==> config.mk <==
export PLATFORM = sky130hd
export DESIGN_NAME = radar_rx
export DESIGN_NICKNAME = d
export VERILOG_FILES = /design/src/hdl/radar_rx_pkg.sv /design/src/hdl/radar_rx.sv /design/src/hdl/radar_rx_drain.sv /design/src/hdl/radar_rx_source.sv /design/src/hdl/radar_sample_fifo.sv /design/src/hdl/radar_rx_regs.sv
export VERILOG_INCLUDE_DIRS = /design/src /design/src/include
export SDC_FILE = /design/constraint.sdc
export NUM_CORES = 1
export LEC_CHECK = 0
export ABC_AREA = 1
export BUFFER_PORTS_ARGS = -buffer_cell sky130_fd_sc_hd__buf_2
export CAP_MARGIN = 10
export CORE_ASPECT_RATIO = 1.1
export CORE_MARGIN = 2
export CORE_UTILIZATION = 40
export DETAILED_ROUTE_END_ITERATION = 10
export RECOVER_POWER = 100
export SYNTH_ARGS = -nofsm -noshare
export SYNTH_HDL_FRONTEND = slang
export SYNTH_SLANG_ARGS = --single-unit
==> constraint.sdc <==
create_clock -name clk_i -period 5.2 [get_ports clk_i]
set_clock_uncertainty 0.1 [all_clocks]
set_input_delay 0.78 -clock clk_i [delete_from_list [all_inputs] [get_ports clk_i]]
set_output_delay 0.78 -clock clk_i [all_outputs]
set_load 0.02 [all_outputs]
==> src/include/radar_rx_consts.svh <==
//////////////////////////////////////////////////
// radar rx constants
// sizes, register map and fixed values shared by
// the capture path and its testbench
//////////////////////////////////////////////////

`ifndef RADAR_RX_CONSTS_SVH
`define RADAR_RX_CONSTS_SVH

// fifo address width, depth is two to this power
`define RX_FIFO_AW 4

// marker placed in the low half of every debug word
`define RX_DBG_MARKER 16'hAA55

// register addresses on the configuration port
`define RX_REG_CTRL 2'd0
`define RX_REG_GAP 2'd1
`define RX_REG_STATUS 2'd2

// read gap out of reset keeps the old fixed pacing
`define RX_GAP_RESET 4'd7

`endif
==> src/hdl/radar_rx_pkg.sv <==
//////////////////////////////////////////////////
// radar rx package
// types for the 32-bit sample fifo word, which is
// read either as an I/Q pair or as a debug word
//////////////////////////////////////////////////

package radar_rx_pkg;

   // live sample view, I in the upper half and Q in the lower half
   typedef struct packed {
      logic [15:0] i;
      logic [15:0] q;
   } rx_iq_t;

   // debug view, running count on top of the fixed marker
   typedef struct packed {
      logic [15:0] count;
      logic [15:0] marker;
   } rx_dbg_t;

   // one fifo word with both decodings laid over the same bits
   typedef union packed {
      rx_iq_t  iq;
      rx_dbg_t dbg;
   } rx_word_t;

endpackage

==> src/hdl/radar_rx.sv <==
//////////////////////////////////////////////////
// radar rx capture path
// top level joining the register block, sample
// source, sample fifo and read drain
//////////////////////////////////////////////////

`timescale 1ns/100ps

module radar_rx
(
   input  logic        clk_i,
   input  logic        rst_n_i,
   input  logic        cfg_we_i,
   input  logic [1:0]  cfg_addr_i,
   input  logic [15:0] cfg_wdata_i,
   output logic [15:0] cfg_rdata_o,
   input  logic [15:0] rx_in_i_i,
   input  logic [15:0] rx_in_q_i,
   output logic [15:0] rx_i_o,
   output logic [15:0] rx_q_o,
   output logic        rx_strobe_o
);

   import radar_rx_pkg::*;

   // control levels from the register block
   logic       cap_en;
   logic       dbg_mode;
   logic [3:0] rd_gap;

   // fifo write and read sides
   logic     wr_en;
   rx_word_t wr_word;
   logic     rd_en;
   rx_word_t rd_word;
   logic     fifo_empty;
   logic     fifo_drop;

   radar_rx_regs regs0
   (
      .clk_i        (clk_i),
      .rst_n_i      (rst_n_i),
      .cfg_we_i     (cfg_we_i),
      .cfg_addr_i   (cfg_addr_i),
      .cfg_wdata_i  (cfg_wdata_i),
      .cfg_rdata_o  (cfg_rdata_o),
      .fifo_drop_i  (fifo_drop),
      .fifo_empty_i (fifo_empty),
      .cap_en_o     (cap_en),
      .dbg_mode_o   (dbg_mode),
      .rd_gap_o     (rd_gap)
   );

   radar_rx_source source0
   (
      .clk_i      (clk_i),
      .rst_n_i    (rst_n_i),
      .cap_en_i   (cap_en),
      .dbg_mode_i (dbg_mode),
      .rx_in_i_i  (rx_in_i_i),
      .rx_in_q_i  (rx_in_q_i),
      .wr_en_o    (wr_en),
      .wr_word_o  (wr_word)
   );

   // full only matters inside the fifo, overflow reaches software via the drop pulse
   radar_sample_fifo fifo0
   (
      .clk_i     (clk_i),
      .rst_n_i   (rst_n_i),
      .wr_en_i   (wr_en),
      .wr_word_i (wr_word),
      .rd_en_i   (rd_en),
      .rd_word_o (rd_word),
      .empty_o   (fifo_empty),
      .full_o    (),
      .drop_o    (fifo_drop)
   );

   radar_rx_drain drain0
   (
      .clk_i        (clk_i),
      .rst_n_i      (rst_n_i),
      .cap_en_i     (cap_en),
      .rd_gap_i     (rd_gap),
      .fifo_empty_i (fifo_empty),
      .fifo_word_i  (rd_word),
      .fifo_rd_o    (rd_en),
      .rx_i_o       (rx_i_o),
      .rx_q_o       (rx_q_o),
      .rx_strobe_o  (rx_strobe_o)
   );

endmodule

==> src/hdl/radar_rx_drain.sv <==
//////////////////////////////////////////////////
// radar rx drain
// paces fifo reads, strobes each word out for one
// clock and then waits a programmable gap
//////////////////////////////////////////////////

`timescale 1ns/100ps

module radar_rx_drain
(
   input  logic                   clk_i,
   input  logic                   rst_n_i,
   input  logic                   cap_en_i,
   input  logic [3:0]             rd_gap_i,
   input  logic                   fifo_empty_i,
   input  radar_rx_pkg::rx_word_t fifo_word_i,
   output logic                   fifo_rd_o,
   output logic [15:0]            rx_i_o,
   output logic [15:0]            rx_q_o,
   output logic                   rx_strobe_o
);

   // one-hot state encoding
   localparam logic [3:0] ST_IDLE   = 4'b0001;
   localparam logic [3:0] ST_REQ    = 4'b0010;
   localparam logic [3:0] ST_STROBE = 4'b0100;
   localparam logic [3:0] ST_GAP    = 4'b1000;

   logic [3:0] state;
   logic [3:0] gap_cnt;
   logic       rd_req;

   always_ff @(posedge clk_i or negedge rst_n_i)
   begin
      if (!rst_n_i)
      begin
         state       <= ST_IDLE;
         gap_cnt     <= 4'd0;
         rd_req      <= 1'b0;
         rx_strobe_o <= 1'b0;
      end
      else if (!cap_en_i)
      begin
         // capture off parks the machine, fifo contents stay put
         state       <= ST_IDLE;
         gap_cnt     <= 4'd0;
         rd_req      <= 1'b0;
         rx_strobe_o <= 1'b0;
      end
      else
      begin
         case (state)
            ST_IDLE:
            begin
               if (!fifo_empty_i)
               begin
                  rd_req <= 1'b1;
                  state  <= ST_REQ;
               end
            end
            // fifo loads its output register on this edge
            ST_REQ:
            begin
               rd_req      <= 1'b0;
               rx_strobe_o <= 1'b1;
               state       <= ST_STROBE;
            end
            ST_STROBE:
            begin
               rx_strobe_o <= 1'b0;
               gap_cnt     <= 4'd0;
               state       <= ST_GAP;
            end
            // gap lasts rd_gap+1 clocks, >= keeps a shrunk gap from wrapping
            ST_GAP:
            begin
               if (gap_cnt >= rd_gap_i)
               begin
                  gap_cnt <= 4'd0;
                  state   <= ST_IDLE;
               end
               else
                  gap_cnt <= gap_cnt + 4'd1;
            end
            default:
            begin
               rd_req      <= 1'b0;
               rx_strobe_o <= 1'b0;
               state       <= ST_IDLE;
            end
         endcase
      end
   end

   // a request pending as capture drops must not pop a word that would never be strobed
   assign fifo_rd_o = rd_req && cap_en_i;

   // output data is the fifo read register, held until the next pop
   assign rx_i_o = fifo_word_i.iq.i;
   assign rx_q_o = fifo_word_i.iq.q;

   // each word is presented for exactly one clock
   a_strobe_single: assert property (@(posedge clk_i) disable iff (!rst_n_i)
      rx_strobe_o |=> !rx_strobe_o)
      else $error("rx_strobe_o high on two consecutive cycles");

endmodule

==> src/hdl/radar_rx_source.sv <==
//////////////////////////////////////////////////
// radar rx sample source
// forms one fifo word per enabled clock, either
// from live I/Q or from a debug count and marker
//////////////////////////////////////////////////

`timescale 1ns/100ps

`include "radar_rx_consts.svh"

module radar_rx_source
(
   input  logic                   clk_i,
   input  logic                   rst_n_i,
   input  logic                   cap_en_i,
   input  logic                   dbg_mode_i,
   input  logic [15:0]            rx_in_i_i,
   input  logic [15:0]            rx_in_q_i,
   output logic                   wr_en_o,
   output radar_rx_pkg::rx_word_t wr_word_o
);

   logic [15:0] dbg_cnt;

   // count is zero on the first enabled cycle and steps every enabled cycle
   // whether or not the fifo accepts the word
   always_ff @(posedge clk_i or negedge rst_n_i)
   begin
      if (!rst_n_i)
         dbg_cnt <= 16'd0;
      else if (!cap_en_i)
         dbg_cnt <= 16'd0;
      else
         dbg_cnt <= dbg_cnt + 16'd1;
   end

   // one write per clock for as long as capture is on
   assign wr_en_o = cap_en_i;

   always_comb
   begin
      if (dbg_mode_i)
      begin
         wr_word_o.dbg.count  = dbg_cnt;
         wr_word_o.dbg.marker = `RX_DBG_MARKER;
      end
      else
      begin
         wr_word_o.iq.i = rx_in_i_i;
         wr_word_o.iq.q = rx_in_q_i;
      end
   end

endmodule

==> src/hdl/radar_sample_fifo.sv <==
//////////////////////////////////////////////////
// radar sample fifo
// circular buffer of rx words with registered
// read data, empty and full flags, and a pulse
// for each write that finds no free slot
//////////////////////////////////////////////////

`timescale 1ns/100ps

`include "radar_rx_consts.svh"

module radar_sample_fifo
#(
   parameter int ADDR_W = `RX_FIFO_AW
)
(
   input  logic                   clk_i,
   input  logic                   rst_n_i,
   input  logic                   wr_en_i,
   input  radar_rx_pkg::rx_word_t wr_word_i,
   input  logic                   rd_en_i,
   output radar_rx_pkg::rx_word_t rd_word_o,
   output logic                   empty_o,
   output logic                   full_o,
   output logic                   drop_o
);

   import radar_rx_pkg::*;

   localparam int DEPTH = 1 << ADDR_W;

   // storage array for the sample words
   rx_word_t mem [DEPTH];

   // pointers carry one extra bit to tell full from empty
   logic [ADDR_W:0] wr_ptr;
   logic [ADDR_W:0] rd_ptr;
   logic [ADDR_W:0] level;
   logic            do_wr;
   logic            do_rd;

   // equal pointers mean empty, same index on opposite laps means full
   assign empty_o = (wr_ptr == rd_ptr);
   assign full_o  = (wr_ptr[ADDR_W] != rd_ptr[ADDR_W]) &&
                    (wr_ptr[ADDR_W-1:0] == rd_ptr[ADDR_W-1:0]);

   // occupancy, wraps correctly because of the extra pointer bit
   assign level = wr_ptr - rd_ptr;

   assign do_rd = rd_en_i && !empty_o;

   // a read in the same cycle frees a slot, so a full fifo still takes the write
   assign do_wr  = wr_en_i && (!full_o || do_rd);
   assign drop_o = wr_en_i && !do_wr;

   always_ff @(posedge clk_i or negedge rst_n_i)
   begin
      if (!rst_n_i)
      begin
         wr_ptr <= '0;
         rd_ptr <= '0;
      end
      else
      begin
         if (do_wr)
            wr_ptr <= wr_ptr + 1'b1;
         if (do_rd)
            rd_ptr <= rd_ptr + 1'b1;
      end
   end

   // write port
   always_ff @(posedge clk_i)
   begin
      if (do_wr)
         mem[wr_ptr[ADDR_W-1:0]] <= wr_word_i;
   end

   // the oldest word lands in the output register on the read edge
   // and stays there until the next read
   always_ff @(posedge clk_i or negedge rst_n_i)
   begin
      if (!rst_n_i)
         rd_word_o <= '0;
      else if (do_rd)
         rd_word_o <= mem[rd_ptr[ADDR_W-1:0]];
   end

   // the drain only asks for a word once it has seen the fifo non-empty
   a_no_rd_empty: assert property (@(posedge clk_i) disable iff (!rst_n_i)
      rd_en_i |-> !empty_o)
      else $error("read requested while fifo is empty");

   // one write and one read per cycle at most, so fill moves by one step
   a_level_step: assert property (@(posedge clk_i) disable iff (!rst_n_i)
      (level == $past(level)) ||
      (level == $past(level) + 1'b1) ||
      (level == $past(level) - 1'b1))
      else $error("fifo occupancy jumped by more than one");

endmodule

==> src/hdl/radar_rx_regs.sv <==
//////////////////////////////////////////////////
// radar rx configuration and status registers
// holds capture enable, debug mode and read gap,
// and keeps a sticky flag for fifo overflow
//////////////////////////////////////////////////

`timescale 1ns/100ps

`include "radar_rx_consts.svh"

module radar_rx_regs
(
   input  logic        clk_i,
   input  logic        rst_n_i,
   input  logic        cfg_we_i,
   input  logic [1:0]  cfg_addr_i,
   input  logic [15:0] cfg_wdata_i,
   output logic [15:0] cfg_rdata_o,
   input  logic        fifo_drop_i,
   input  logic        fifo_empty_i,
   output logic        cap_en_o,
   output logic        dbg_mode_o,
   output logic [3:0]  rd_gap_o
);

   logic wr_ctrl;
   logic wr_gap;
   logic wr_status;
   logic ovf;

   // address decode of the write strobe
   assign wr_ctrl   = cfg_we_i && (cfg_addr_i == `RX_REG_CTRL);
   assign wr_gap    = cfg_we_i && (cfg_addr_i == `RX_REG_GAP);
   assign wr_status = cfg_we_i && (cfg_addr_i == `RX_REG_STATUS);

   always_ff @(posedge clk_i or negedge rst_n_i)
   begin
      if (!rst_n_i)
      begin
         cap_en_o   <= 1'b0;
         dbg_mode_o <= 1'b0;
         rd_gap_o   <= `RX_GAP_RESET;
         ovf        <= 1'b0;
      end
      else
      begin
         if (wr_ctrl)
         begin
            cap_en_o   <= cfg_wdata_i[0];
            dbg_mode_o <= cfg_wdata_i[1];
         end
         if (wr_gap)
            rd_gap_o <= cfg_wdata_i[3:0];
         // a drop in the same cycle as a clear keeps the flag set
         if (fifo_drop_i)
            ovf <= 1'b1;
         else if (wr_status && cfg_wdata_i[0])
            ovf <= 1'b0;
      end
   end

   // read-back follows the address with no register stage
   always_comb
   begin
      case (cfg_addr_i)
         `RX_REG_CTRL:   cfg_rdata_o = {14'd0, dbg_mode_o, cap_en_o};
         `RX_REG_GAP:    cfg_rdata_o = {12'd0, rd_gap_o};
         `RX_REG_STATUS: cfg_rdata_o = {14'd0, fifo_empty_i, ovf};
         default:        cfg_rdata_o = 16'd0;
      endcase
   end

   // the drain pacing may only move when software writes the gap register
   a_gap_hold: assert property (@(posedge clk_i) disable iff (!rst_n_i)
      !wr_gap |=> $stable(rd_gap_o))
      else $error("rd_gap_o changed without a write to GAP");

endmodule

### Yosys cells after proc, flatten, opt, wreduce, memory -nomap -nowiden

Memories as Yosys holds them, arrays and structs flattened. A register that Yosys moved wholly into a read port is not among the register bits.
Cells that the tools add are included.

| storage, ports and cells | value |
|---|---|
| bits in registers | 43 |
| RAM bits | 512 |
| memories | 1 |

Memories:

| name | depth | width | read ports | clocked after memory_dff | write ports | RTL line | RTL |
|---|---|---|---|---|---|---|---|
| fifo0.mem | 16 | 32 | 1 | 1 | 1 | radar_sample_fifo.sv:33 | `rx_word_t mem [DEPTH];` |

| cells by class | value |
|---|---|
| add/subtract/negate cells | 4 |
| magnitude comparators | 1 |
| eq/ne operators | 14 |
| multiplexer cells | 19 |
| reduce and logical (&&, ||, !) cells | 20 |

Operators by type and width:

| kind | number |
|---|---|
| 32-bit 2-to-1 mux | 1 |
| 4-bit 2-to-1 mux | 5 |
| 16-bit by 1-bit adder with 16-bit output, second input constant | 1 |
| 16-bit 2-to-1 mux | 1 |
| 4-bit one-hot mux with 4 select lines | 1 |
| 4-bit one-hot mux with 3 select lines | 1 |
| 5-bit by 1-bit adder with 5-bit output, second input constant | 2 |
| 1-bit logical AND | 9 |
| 4-bit one-hot mux with 2 select lines | 1 |
| 1-bit 2-to-1 mux | 7 |
| 5-bit == test | 1 |
| 4-bit by 1-bit adder with 4-bit output, second input constant | 1 |
| 4-bit by 1-bit == test with 1-bit output, second input constant | 1 |
| 4-bit by 2-bit == test with 1-bit output, second input constant | 1 |
| 4-bit by 3-bit == test with 1-bit output, second input constant | 1 |
| 4-bit == test | 1 |
| 4-bit == test, second input constant | 1 |
| 4-bit greater-or-equal comparator | 1 |
| 1-bit logical NOT | 4 |
| 2-bit inequality test, second input constant | 2 |
| 1-bit one-hot mux with 2 select lines | 2 |
| 2-bit AND reduction | 2 |
| 2-bit OR reduction | 2 |
| 3-bit by 1-bit inequality test with 1-bit output, second input constant | 1 |
| other kinds (8) | 8 |

### Longest topological paths before layout

Gate-level depths: netlist of run 1.

| depth | value |
|---|---|
| word-level depth | 8 |
| gate-level depth with buffers | 13 |

### Hierarchy

Synthesis of run 1 repeated with hierarchy kept, for this count alone.

| unflattened totals | value |
|---|---|
| cell total of the unflattened synthesis | 2822 |
| area, all modules | 26691.8 µm² |

By module, submodules not included:

| module | instances | cells an instance | area each (µm²) | sequential area each (µm²) |
|---|---|---|---|---|
| radar_sample_fifo | 1 | 2444 | 24173.2 | 16425.8 |
| radar_rx_source | 1 | 193 | 1167.4 | 400.4 |
| radar_rx_drain | 1 | 120 | 888.4 | 251.5 |
| radar_rx_regs | 1 | 65 | 462.9 | 178.9 |

### Worst setup path before layout of run 1

No wires, ideal clock.

| timing | value |
|---|---|
| path type | register -> register |
| from | register fifo0.rd_ptr[0] |
| to | memory fifo0.mem[0][0] (netlist name), enable pin |
| library setup time | 421 ps |
| arrival time | 2563 ps |
| required time | 4679 ps |
| slack | 2116 ps |
| stages on the path, launching flop included | 11 |
| path buffers | 1 |
| clock period less this slack | 3084 ps |
| cell sequence | dfrtp_1 > buf_4 > inv_2 > nand2_1 > nand2_1 > nor2_2 > nand3_1 > nand2_1 > inv_2 > nand2_1 > nor2_1 |

| on the way | value |
|---|---|
| longest elaborated chain between the ends | 7 |
| elaborated cells on any way between the ends | 10 |
| those cells by class | eq/ne: 2; mux: 2; reduce/logical: 6 |

RTL lines:

| what | RTL line | RTL |
|---|---|---|
| start: declaration | radar_sample_fifo.sv:37 | `logic [ADDR_W:0] rd_ptr;` |
| start signal: assignment | radar_sample_fifo.sv:68 | `rd_ptr <= rd_ptr + 1'b1;` |
| 5-bit == test / 4-bit == test (equally long branches) | radar_sample_fifo.sv:43, radar_sample_fifo.sv:45 |  |
| 1-bit logical NOT / 1-bit logical AND (equally long branches) | - |  |
| 1-bit logical AND / 1-bit logical NOT (equally long branches) | radar_sample_fifo.sv:50, radar_sample_fifo.sv:53 |  |
| 1-bit logical OR (*) | radar_sample_fifo.sv:53 | `assign do_wr = wr_en_i && (!full_o \|\| do_rd);` |
| 1-bit logical AND (*) | radar_sample_fifo.sv:53 |  |
| 1-bit 2-to-1 mux (*) | radar_sample_fifo.sv:75 | `if (do_wr)` |
| 1-bit 2-to-1 mux (implied by the code) (*) | radar_sample_fifo.sv:76 | `mem[wr_ptr[ADDR_W-1:0]] <= wr_word_i;` |
| end: declaration | radar_sample_fifo.sv:33 |  |

Mark *: on every way between the ends. The rest lies on a longest branch, timed or not.

### Final worst setup path of run 1

| timing | value |
|---|---|
| from | register fifo0.rd_ptr[1] |
| to | memory fifo0.mem[3][22] (netlist name), enable pin |

The elaborated chain is that of the path after synthesis.

==> results of run 1 <==
-- cells in the mapped netlist (5+ instances only) --
library cell / number
sky130_fd_sc_hd__inv_2: 5
sky130_fd_sc_hd__buf_4: 18
sky130_fd_sc_hd__inv_1: 531
sky130_fd_sc_hd__buf_2: 82
sky130_fd_sc_hd__buf_1: 7
sky130_fd_sc_hd__nand3_1: 339
sky130_fd_sc_hd__edfxtp_1: 512
sky130_fd_sc_hd__clkbuf_1: 18
sky130_fd_sc_hd__xnor2_1: 5
sky130_fd_sc_hd__nand2_1: 979
sky130_fd_sc_hd__dfrtp_1: 71
sky130_fd_sc_hd__a21oi_1: 11
sky130_fd_sc_hd__o21ai_0: 31
sky130_fd_sc_hd__xor2_1: 6
sky130_fd_sc_hd__or2_2: 8
sky130_fd_sc_hd__ha_1: 11
sky130_fd_sc_hd__nor2_1: 61
-- power by group --
group          internal (mW)  switching [mW]
Sequential              5.64           0.228
Clock                   2.60            1.81
Combinational           1.02            2.74
-- kinds of logic after synthesis --
| family | synth area share |
|---|---|
| simple gates | 0.218 |
| buf+inv | 0.103 |
| flops | 0.660 |
| compound gates | 0.00909 |
| fa+ha+maj | 0.00527 |
| xor+xnor | 0.00369 |
| other cells | 0.000143 |
| mux | 0.000383 |
-- what timing repair did --
action,in CTS,in global routing
endpoints found under the setup margin,0,0
hold endpoints to repair,15,0
buffers inserted,0,0
hold buffers,1,0
-- layout by cell type, fill, tap and decap left out, types with 2 or more instances in the layout --
| cell | instances |
|---|---|
| sky130_fd_sc_hd__a31oi_1 | 2 |
| sky130_fd_sc_hd__inv_2 | 2 |
| sky130_fd_sc_hd__dfstp_2 | 4 |
| sky130_fd_sc_hd__inv_16 | 2 |
| sky130_fd_sc_hd__buf_12 | 4 |
| sky130_fd_sc_hd__clkinv_1 | 14 |
| sky130_fd_sc_hd__buf_4 | 18 |
| sky130_fd_sc_hd__dfrtp_1 | 68 |
| sky130_fd_sc_hd__a21oi_1 | 11 |
| sky130_fd_sc_hd__or2_0 | 8 |
| sky130_fd_sc_hd__xor2_1 | 6 |
| sky130_fd_sc_hd__clkbuf_16 | 59 |
| sky130_fd_sc_hd__inv_1 | 532 |
| sky130_fd_sc_hd__nor2_4 | 11 |
| sky130_fd_sc_hd__clkinv_2 | 10 |
| sky130_fd_sc_hd__inv_6 | 2 |
| sky130_fd_sc_hd__nor3_1 | 2 |
| sky130_fd_sc_hd__nand2_1 | 980 |
| sky130_fd_sc_hd__clkbuf_8 | 8 |
| sky130_fd_sc_hd__nand4_1 | 3 |
| sky130_fd_sc_hd__edfxtp_1 | 512 |
| sky130_fd_sc_hd__xnor2_1 | 5 |
| sky130_fd_sc_hd__bufinv_16 | 8 |
| sky130_fd_sc_hd__nor2_2 | 3 |
| sky130_fd_sc_hd__conb_1 | 12 |
| sky130_fd_sc_hd__o21ai_0 | 31 |
| sky130_fd_sc_hd__clkbuf_2 | 3 |
| sky130_fd_sc_hd__nor2_1 | 49 |
| sky130_fd_sc_hd__dfrtp_2 | 2 |
| sky130_fd_sc_hd__nand3_1 | 339 |
| sky130_fd_sc_hd__buf_2 | 38 |
| sky130_fd_sc_hd__ha_1 | 11 |
| sky130_fd_sc_hd__clkbuf_1 | 74 |
-- routing by layer --
metal / routed length (um) / part of all wire
met3: 2970 / 0.048
met1: 27100 / 0.44
met4: 1440 / 0.023
met5: 0 / 0
met2: 30300 / 0.49
-- registers in the layout, summed over array words and instances (netlist names) --
register and cells:
source0.dbg_cnt 16, fifo0.rd_word_o 32, regs0.ovf 1, fifo0.wr_ptr 5, regs0.rd_gap_o 4, fifo0.rd_ptr 5, drain0.gap_cnt 4, drain0.rd_req 1
regs0.cap_en_o 1, regs0.dbg_mode_o 1, drain0.state 4, drain0.rx_strobe_o 1, fifo0.mem 512
-- area by class of cell --
class,instances,share of cell area
sequential,587,0.588
multi-input combinational,1477,0.215
inverter,537,0.0689
clock buffer,78,0.0555
tap,850,0.0362
timing repair buffer,127,0.0227
clock inverter,34,0.0132
-- tightest hold or removal path: cells and delay by family --
| kind | cells | cell delay (ns) |
|---|---|---|
| buffers and inverters | 1 | 0.10 |
| AND/OR/NAND/NOR | 1 | 0.09 |
| AO/OA/AOI/OAI | 1 | 0.04 |
-- metrics by stage --
step                      hold slack [ns]  power (mW)
final                               0.290        14.0
after global routing                0.294        14.8
after CTS                           0.250        14.2
after detailed placement            0.362        9.81
after global placement              0.359        9.73
after floorplan                     0.342        8.63
-- worst max-delay path by stage --
| stage | end | slack [ns] | cells past startpoint |
|---|---|---|---|
| 4_1_cts | fifo0.mem[5][21]$_DFFE_PP_ | 1.65 | 9 |
| 5_1_grt | fifo0.rd_word_o[19]$_DFFE_PN0P_ | 0.78 | 9 |
| 2_1_floorplan | fifo0.mem[0][0]$_DFFE_PP_ | 2.12 | 10 |
| 3_3_place_gp | fifo0.mem[5][20]$_DFFE_PP_ | 1.75 | 9 |
| 6_report | fifo0.mem[3][22]$_DFFE_PP_ | 1.05 | 9 |
| 3_5_place_dp | fifo0.mem[5][20]$_DFFE_PP_ | 1.68 | 9 |
==> results summary, run 1 <==
The post-detailed-route via-to-cell ratio is 4.77. The signal on the critical path passes through nand2_1 -> nand2_1 -> nor2_2 -> nand3_1 -> nand2_1 -> inv_1 -> nand2_1 -> nor2_2 -> buf_4. The startpoint identified for the worst hold timing path is cfg_wdata_i[2]. The number of primary I/O pins came out at 102. Yosys attributes the largest share of cell area to sky130_fd_sc_hd__edfxtp_1 (59%), sky130_fd_sc_hd__nand2_1 (14%), sky130_fd_sc_hd__inv_1 (7.6%), sky130_fd_sc_hd__dfrtp_1 (6.8%), sky130_fd_sc_hd__nand3_1 (6.5%). Of all nets on the critical path, the largest fanout is 41. The cell area after synthesis came out at 0.0261 mm^2. The number of setup violations in the final report is 0.

The number of sinks on the clock net came out at 587. The checks that failed: capacitance limit, slew limit. The worst reg2reg path depth is 9.

The biggest area contributor in the post-synthesis netlist is sky130_fd_sc_hd__edfxtp_1. Setup repair after global routing left no endpoint under its margin. The master of the slowest instance on the critical path is sky130_fd_sc_hd__nor2_2. The synthesis warning total came out at 0.

The post-route minimum period is 4.15 ns. Setup slack closes at 1.05 ns. In this run the most used layer during global routing was met2. The worst setup path is launched from a flop. 0 antenna diodes ended up in the layout.

VDD sags by at most 0.000351 V. The number of buffers and inverters on the critical path is 2. The die extent in y came out at 272 um. Summing all placed instances gives a cell area of 0.0275 mm^2. The starting DRC count in detailed routing came out at 1336. Derived from the worst setup path, the maximum achievable clock frequency is 241 MHz. Once layout is complete, the cells apart from fillers number 3690. The number of gates resized after CTS was 0. The synthesized netlist contains 30 unique library cells. The standard cell core area is 0.0649 mm^2.

The total of flip-flops plus latches after synthesis came out at 587. The most critical setup path has its startpoint at fifo0.rd_ptr[1]$_DFFE_PN0P_. The slack of the worst reg-to-reg path is 1.05 ns. The number of global-route vias before repair was 17300. At the end of routability-driven placement, the weighted congestion stood at 0.762.

The count of buffers added on input and output ports is 77. The row count is 98. For the worst-skew pair, the clock arrives at the later sink with an insertion delay of 0.65 ns. The worst hold-check path type is input pin to flop. The worst hold endpoint is regs0.rd_gap_o[2]$_DFFE_PN1P_. The starting density of the core came out at 0.403. The flow ran to the end, but the final reports show violations. The per-cell routed wire length is 16.7 um. Data arrives at the worst endpoint at 4.36 ns.

The root buffer cell chosen for the clock tree is sky130_fd_sc_hd__clkbuf_16. The dominant synthesized flop cell is sky130_fd_sc_hd__edfxtp_1. The number of fillers in the final layout is 6022. The die covers 0.0674 mm^2.

The H-tree depth reported by CTS is 2. For this run, global-route usage on met3 was measured as 0.0278. The post-route clock period utilization came out at 0.799. The sequential fraction of the synthesis area came out at 0.660. The final hold violation count came to 0. In the synthesized netlist, the number of instances is 2718. The pin count of the biggest net entering global routing is 101. The critical path's most frequent cell is sky130_fd_sc_hd__nand2_1. The start of the worst register-to-register path is fifo0.rd_ptr[1]$_DFFE_PN0P_. The multi-input combinational cells in the finished layout cover a total of 0.00632 mm^2.

The leftover overflow at the end of global routing came out at 0. A synthesized cell averages 9.62 um^2. The number of iterations in the first detailed-routing pass is 5. At the worst endpoint, the required time is 5.41 ns. In this run the remaining antenna-violating nets after routing total 0. The area added between synthesis and finish came out at 12.3%. The category of cells accounting for the largest share of critical-path delay is simple AND/OR/NAND/NOR gates. The total power divided by cell area came out at 478 mW/mm^2.

The largest stage delay on the critical path came out at 1.18 ns. The total track usage came out at 0.185. The die outline width came out at 248 um. The half-perimeter wire length after detailed placement came out at 34400 um. The critical path class is flop to flop. The number of vias in the routed layout came out at 17600. The initial antenna violation count came out at 1.

The actual transition at the worst max-transition pin is 2.58 ns. The number of design rule violations left after detail routing is 0. The kind of end point of the critical path is a flop.

The clock edge transition at the registers on the reported setup and hold paths is 0.06 ns. The area share of the largest cell type after synthesis is 0.588. After synthesis, the share of flip-flops with an asynchronous set or reset is 0.128. The post-route cell area came out at 0.0293 mm^2. For this run, global-route usage on met2 was measured as 0.319. The depth of the worst hold-timing path is 3. The number of buffers on the longest clock path came out at 3. The sequential cells in the finished layout cover a total of 0.0173 mm^2. The wire length of the first global-routing pass is 96200 um. The final design utilization is 0.452.

The number of maximum-capacitance violations is 7. OpenSTA, run right after detailed placement, puts the worst setup slack at 1.68 ns. The total detailed-routing wirelength came out at 61700 um. The final layout contains 2853 nets. The max-slew headroom at the worst pin came out at -0.722. The number of flops mapped to enable cells by yosys is 512. The total negative slack is 0 ns. The max-slew violation count came out at 167.

The layout cell share with drive strength beyond 1 came out at 0.0623. In this run, CTS created clock tree buffers numbering 59. TritonCTS built the clock tree. Once placement completed, the tool counted placed cells totaling 3577.

The met1 usage is 0.241. Summed over all cells, the static leakage comes to 13.2 nW. The reg-to-reg endpoint is fifo0.mem[3][22]$_DFFE_PP_.
No activity file was read; power rests on OpenSTA's default activity.
==> run 2: changes to the inputs <==
- clock period: 5.2 -> 3.85 ns (I/O delays scaled with it)
==> run 2 against run 1 <==
Net effect: the run still ends with capacitance limit, slew limit left; setup slack got worse by 0.51 ns; critical path depth fell by 3; sequential cell count did not move; count of clock-buffer cells in the layout rose by 4; clock power rose by 33%; first-iteration DRC count rose by 4.6%; wire length rose by 2.0%; core utilization rose by 0.20 points; hold slack got worse by 0.19 ns; maximum frequency rose by 25%; largest cell class unchanged; largest power group unchanged.
==> results summary, run 2 (synthesis results as in run 1) <==
The number of global-route vias before repair came to 17500 (+0.78%). The number of setup violations in the final report is 0 (unchanged). The starting DRC count in detailed routing came out at 1397 (+4.6%). The endpoint identified for the worst register-to-register timing path is fifo0.mem[8][19]$_DFFE_PP_. Leaving out fill and tap cells, the most frequent cell in the layout is sky130_fd_sc_hd__nand2_1. The max-slew violation count came out at 42 (-75%).

The area added between synthesis and finish came out at 12.8%. The critical path ends at fifo0.mem[8][19]$_DFFE_PP_. The worst endpoint required time was 4.06 ns (-1.35 ns). The number of design rule violations left after detail routing is 0 (unchanged). The die extent in y came out at 272 um (unchanged). The worst reg2reg path depth is 6 (-3). The remaining antenna violation count was 0 (unchanged). Setup repair after global routing left no endpoint under its margin.

The clock edge transition at the registers on the reported setup and hold paths came out at 0.06 ns (about the same). In the layout the commonest cells are sky130_fd_sc_hd__nand2_1 (980), sky130_fd_sc_hd__inv_1 (532), sky130_fd_sc_hd__edfxtp_1 (512). The data arrival time of the worst path is 3.53 ns (-0.83 ns).

The row count came out at 98 (unchanged). STA classifies the critical path endpoint as a flop. The sequential cell area is 0.0173 mm^2 (about the same).

The final hold violation count came out at 0 (unchanged). The number of maximum-capacitance violations is 1 (-6). The number of iterations in the first detailed-routing pass came out at 5 (unchanged). The worst register-to-register path begins at regs0.cap_en_o$_DFFE_PN0P_. The root buffer cell is sky130_fd_sc_hd__clkbuf_16. The post-cts gate resize count came out at 0 (unchanged).

The worst setup path is of the flop to flop kind. Among the stages of the critical path, the cell type that occurs most often is sky130_fd_sc_hd__nand2_1. The pin count of the biggest net entering global routing is 160 (+58%).

The layout net count is 2866 (+0.46%). The area taken by multi-input logic gates came out at 0.00634 mm^2 (+0.44%). The number of flip-flops under the largest register name is 512 (unchanged). The total track usage is 0.189 (+0.00403). The slack of the worst reg-to-reg path came out at 0.54 ns (-0.51 ns). The number of sinks on the clock net is 587 (unchanged). The run finished, with violations left. The total detailed-routing wirelength came out at 62900 um (+2.0%). The H-tree depth reported by CTS was 2 (unchanged).

The worst hold path belongs to the class input pin to flop. The worst hold margin came out at 0.0980 ns (-0.192 ns). Traced cell by cell, the critical path runs through clkbuf_1 -> nand2_1 -> inv_1 -> nand2_1 -> nor2_4 -> buf_4. The number of fillers in the final layout was 6031 (+0.15%). The quantity of I/O buffers inserted on ports is 77 (unchanged).

The die outline width came out at 248 um (unchanged). The total negative slack was 0 ns (unchanged). The final estimated routing congestion in global placement came out at 0.757 (-0.72%). The antenna diode count is 0 (unchanged).

The half-perimeter wire length after detailed placement is 34600 um (+0.62%). The per-cell routed wire length is 17.0 um (+1.6%). The overall die area is 0.0674 mm^2 (unchanged). TritonCTS built the clock tree. The number of buffers on the longest clock path came out at 3 (unchanged).

The leftover overflow at the end of global routing is 0 (unchanged). The initial antenna violation count is 0 (-1). The layout cell share with drive strength beyond 1 came out at 0.0719 (+0.00958).

The total power divided by cell area is 643 mW/mm^2 (+34%). The final reports fail on capacitance limit, slew limit. The maximum achievable frequency came out at 302 MHz (+25%).

The number of vias in the routed layout came out at 17700 (+0.60%). The critical path startpoint category is a flop. The wire length of the first global-routing pass is 97900 um (+1.8%).

The number of primary I/O pins came out at 102 (unchanged). The worst-case vdd ir drop came out at 0.000515 V (+47%). The reported leakage power is 13.3 nW (+0.67%). The post-detailed-route via-to-cell ratio was 4.79 (+0.30%). The maximum fanout count along the critical path came out at 22 (-46%). The actual transition at the worst max-transition pin was 2.38 ns (-0.198 ns). The max-slew headroom at the worst pin is -0.589 (+0.132).

The source-to-sink clock delay at the later pin of the worst-skew pair came out at 0.62 ns (-0.03 ns). The post-route minimum period came to 3.31 ns (-0.841 ns). On the critical path, the stage with the largest delay is an instance of sky130_fd_sc_hd__clkbuf_1. The standard cell core area is 0.0649 mm^2 (unchanged). The most critical setup path has its startpoint at regs0.cap_en_o$_DFFE_PN0P_. The total CTS buffers came out at 58 (-1.7%). The post-route clock period utilization came out at 0.860 (+0.0616). The largest stage delay on the critical path is 0.76 ns (-0.42 ns). The starting density of the core is 0.403 (unchanged).
run 2: worst min path at each step:
stage,depth (start not counted),startpoint,slack [ns],to
2_1_floorplan,0,rst_n_i,0.18,drain0.gap_cnt[0]$_DFFE_PN0P_
3_3_place_gp,2,drain0.rd_req$_DFFE_PN0P_,0.36,drain0.rd_req$_DFFE_PN0P_
3_5_place_dp,2,fifo0.rd_word_o[12]$_DFFE_PN0P_,0.36,fifo0.rd_word_o[12]$_DFFE_PN0P_
4_1_cts,3,cfg_wdata_i[2],0.07,regs0.rd_gap_o[2]$_DFFE_PN1P_
5_1_grt,3,cfg_wdata_i[2],0.08,regs0.rd_gap_o[2]$_DFFE_PN1P_
6_report,3,cfg_wdata_i[2],0.1,regs0.rd_gap_o[2]$_DFFE_PN1P_
run 2: per-layer routing:
layer  up-vias  track usage  share of wire
li1       8659            -              -
met1      8427        0.242           0.42
met2       512        0.329           0.49
met3       124       0.0295          0.062
met4         0       0.0575          0.030
met5         -            0              0
run 2: final cells by class:
| class | instances | share of cell area |
|---|---|---|
| Sequential cell | 587 | 0.586 |
| Multi-Input combinational cell | 1477 | 0.215 |
| Inverter | 537 | 0.0686 |
| Clock buffer | 82 | 0.0567 |
| Tap cell | 850 | 0.0361 |
| Timing Repair Buffer | 141 | 0.0270 |
| Clock inverter | 27 | 0.0107 |
run 2: timing repair:
item | in CTS | in global routing
hold buffers | 1 | 0
setup buffers | 0 | 0
hold endpoints to repair | 35 | 0
run 2: through the flow:
step	cell area [um^2]	setup WS (ns)	cells	total power [mW]	utilization
finish	29500	0.538	3701	19.0	0.454
global route	29500	0.289	3701	20.1	0.454
CTS	29600	0.740	3701	19.2	0.457
detailed placement	27700	0.805	3591	13.3	0.426
global placement	27700	0.825	3591	13.2	0.426
floorplan	26200	0.766	2729	11.7	-
run 2: power by group:
| part | total [mW] | leakage, nW | switching [mW] | internal, mW |
|---|---|---|---|---|
| clock | 5.87 | 0.971 | 2.39 | 3.48 |
| combinational | 5.18 | 6.74 | 3.77 | 1.41 |
| sequential | 7.91 | 5.61 | 0.297 | 7.61 |
run 2: critical path, delay by kind of cell, from the launching register on:
family                 cells  cell delay, ns
and+or+nand+nor            3            1.19
buffers and inverters      3            1.35
DFF                        1            0.35
==> run 3: changes to the inputs <==
- CAP_MARGIN: 10 -> 25
- CORE_UTILIZATION: 40 -> 55
- PLACE_DENSITY: default -> 0.72
- clock period: 3.85 -> 3.7 ns (I/O delays scaled with it)
==> run 3 against run 2 <==
Net effect: the run still ends with capacitance limit, slew limit left; final area decreased by 1.0%; via count increased by 2.3%; clock power increased by 3.6%; wire length decreased by 4.4%; critical path type is now flop to primary output.
==> results summary, run 3 (synthesis results as in run 1) <==
The number of primary I/O pins came out at 102 (unchanged). The starting density of the core is 0.558 (+0.155). The final hold violation count is 0 (unchanged). The number of setup violations in the final report was 0 (unchanged). The worst setup path is captured at a primary output. The die outline width came out at 212 um (-14%). Leaving out fill and tap cells, the most frequent cells in the layout are sky130_fd_sc_hd__nand2_1 (979), sky130_fd_sc_hd__inv_1 (533), sky130_fd_sc_hd__edfxtp_1 (512). The remaining antenna violation count came out at 0 (unchanged). The wire length of the first global-routing pass is 94600 um (-3.4%). The pin count of the biggest net entering global routing came to 199 (+24%). The internal cell power came out at 13.0 mW (+3.8%). The cell area after placement is 0.0274 mm^2 (-0.82%). The antenna diode count was 0 (unchanged).

The sequential cell fraction of total power is 0.424 (+0.007). The number of vias in the routed layout is 18100 (+2.3%). The critical path is of the flop to primary output type. The total detailed-routing wirelength is 60200 um (-4.4%). The starting DRC count in detailed routing is 1576 (+13%). The H-tree depth reported by CTS is 2 (unchanged). The total negative slack is 0 ns (unchanged). The post-route clock period utilization came out at 0.872. The number of global-route vias before repair came out at 17900 (+2.3%). The number of flip-flops under the largest register name is 512 (unchanged). The max-slew headroom at the worst pin came out at -0.172 (+0.417).

The clock edge transition at the registers on the reported setup and hold paths came out at 0.06 ns (about the same). STA classifies the critical path startpoint as a flop. The data arrival time of the worst path came out at 2.57 ns (-0.96 ns). The maximum achievable frequency came out at 310 MHz. The CTS tree is done.

The quantity of I/O buffers inserted on ports came out at 77 (unchanged). The minimum setup slack after placement came out at 0.832 ns (+0.0276 ns). Clock tree synthesis selected as its root buffer the cell sky130_fd_sc_hd__clkbuf_16. The row count is 83 (-15%). The total CTS buffers came out at 59 (+1.7%). The library cell used most frequently in the layout, excluding fill and tap cells, is sky130_fd_sc_hd__nand2_1. The number of iterations in the first detailed-routing pass came out at 5 (unchanged).

The proportion of total power due to net switching was 0.339 (-0.000933). The leftover overflow at the end of global routing is 0 (unchanged). The initial antenna violation count came out at 0 (unchanged). The max-slew violation count is 97 (+130%). The layout cell share with drive strength beyond 1 was 0.0675 (-0.00442).

The combinational group share of total power came to 0.266 (-0.007). The number of sinks on the clock net is 587 (unchanged). The final estimated routing congestion in global placement is 0.798 (+5.5%).

The number of maximum-capacitance violations is 2 (+1). The number of buffers on the longest clock path came out at 3 (unchanged). The post-detailed-route via-to-cell ratio came to 5.21 (+8.8%).

The worst endpoint required time came out at 3.04 ns (-1.02 ns). Setup repair after global routing left no endpoint under its margin. The worst hold-check path type is input pin to flop. The area taken by multi-input logic gates is 0.00633 mm^2 (-0.24%). The maximum fanout count along the critical path came out at 64 (+190%).

The half-perimeter wire length after detailed placement is 32500 um (-6.1%). The area added between synthesis and finish came out at 11.6%. The reported leakage power is 13.3 nW (-0.28%). The post-route cell area is 0.0292 mm^2 (-1.0%). The layout net count came to 2859 (-0.24%). The number of fillers in the final layout is 3705 (-39%). The overall die area came out at 0.0493 mm^2 (-27%).

The total power divided by cell area is 673 mW/mm^2 (+4.7%). The source-to-sink clock delay at the later pin of the worst-skew pair is 0.61 ns (about the same). The actual transition at the worst max-transition pin came out at 1.76 ns (-0.628 ns). The number of design rule violations left after detail routing came to 0 (unchanged). The net switching power came out at 6.67 mW (+3.4%).

The sequential cell area is 0.0173 mm^2 (unchanged). The smallest setup slack after layout came out at 0.472 ns (-0.0656 ns). The post-route minimum period is 3.23 ns. The post-cts gate resize count came out at 0 (unchanged). The standard cell core area was 0.0468 mm^2 (-28%). The worst-case vdd ir drop was 0.000680 V (+32%).

The final reports fail on capacitance limit, slew limit. The die extent in y is 233 um (-15%). The total track usage is 0.250 (+0.0606). The run finished, with violations left. The per-cell routed wire length came out at 17.3 um (+1.6%). The relative contribution of the clock network to total power came out at 0.309 (about the same).
==> run 3: cell types whose count changed in the layout (fill, tap and decap cells not counted), moves of 4 or more <==
| cell | previous run | this run |
|---|---|---|
| sky130_fd_sc_hd__buf_12 | 6 | 10 |
| sky130_fd_sc_hd__clkinv_2 | 8 | 15 |
| sky130_fd_sc_hd__clkbuf_2 | 16 | 10 |
| sky130_fd_sc_hd__clkbuf_1 | 65 | 69 |
| sky130_fd_sc_hd__clkbuf_8 | 10 | 4 |
| sky130_fd_sc_hd__buf_4 | 23 | 12 |
==> run 3: routing by layer <==
metal,vias to the layer above,track usage,part of all wire,routed length [um]
met4,0,0.104,0.038,2310
li1,8646,-,-,-
met1,8610,0.322,0.40,24300
met2,711,0.429,0.49,29600
met5,-,0,0,0
met3,169,0.0324,0.066,3990
==> run 3: per-stage QoR <==
step	utilization	power, mW	instances	hold WS [ns]
floorplan	-	12.1	2729	0.159
global placement	0.586	13.6	3370	0.359
detailed placement	0.586	13.8	3370	0.360
CTS	0.628	19.8	3482	0.0717
global route	0.623	20.7	3482	0.111
finish	0.623	19.7	3482	0.0926
==> run 3: power by group through the flow <==
stage / Combinational, mW / Sequential [mW] / Clock [mW]
after floorplan: 3.72 / 8.41 / 0
after detailed placement: 5.30 / 8.45 / 0
after CTS: 5.35 / 8.32 / 6.14
after global placement: 5.16 / 8.43 / 0
after global routing: 5.86 / 8.39 / 6.41
final: 5.23 / 8.34 / 6.08
==> run 3: final timing paths <==
kind                                                   end  slack [ns]  depth (start not counted)                        start
max in group asynchronous  fifo0.rd_word_o[30]$_DFFE_PN0P_        0.81                          3                      rst_n_i
min in group asynchronous    drain0.gap_cnt[2]$_DFFE_PN0P_        0.82                          2                      rst_n_i
min reg2reg                      drain0.rd_req$_DFFE_PN0P_        0.38                          2    drain0.rd_req$_DFFE_PN0P_
max                                         cfg_rdata_o[1]        0.47                          7  fifo0.rd_ptr[0]$_DFFE_PN0P_
min                          regs0.rd_gap_o[0]$_DFFE_PN1P_        0.09                          3               cfg_wdata_i[0]
max reg2reg                     fifo0.mem[9][15]$_DFFE_PP_        0.47                          9  fifo0.rd_ptr[0]$_DFFE_PN0P_
==> run 3: cell type report <==
| type | count | area share |
|---|---|---|
| Tap cell | 637 | 0.0273 |
| Timing Repair Buffer | 133 | 0.0268 |
| Multi-Input combinational cell | 1477 | 0.217 |
| Sequential cell | 587 | 0.592 |
| Clock buffer | 75 | 0.0555 |
| Inverter | 537 | 0.0693 |
| Clock inverter | 36 | 0.0125 |
==> run 3: worst max-delay path, stage by stage, from the launching register on <==
cell,delay [ns]
sky130_fd_sc_hd__dfrtp_4,0.92
sky130_fd_sc_hd__inv_6,0.05
sky130_fd_sc_hd__nand2_1,0.08
sky130_fd_sc_hd__nand2_1,0.05
sky130_fd_sc_hd__nor2_1,0.21
sky130_fd_sc_hd__nand3_2,0.16
sky130_fd_sc_hd__o211ai_1,0.19
sky130_fd_sc_hd__clkbuf_1,0.25
==> run 3: repair_timing <==
action / CTS / global route
buffers inserted: 0 / 0
hold endpoints to repair: 5 / 0
hold buffers: 1 / 0
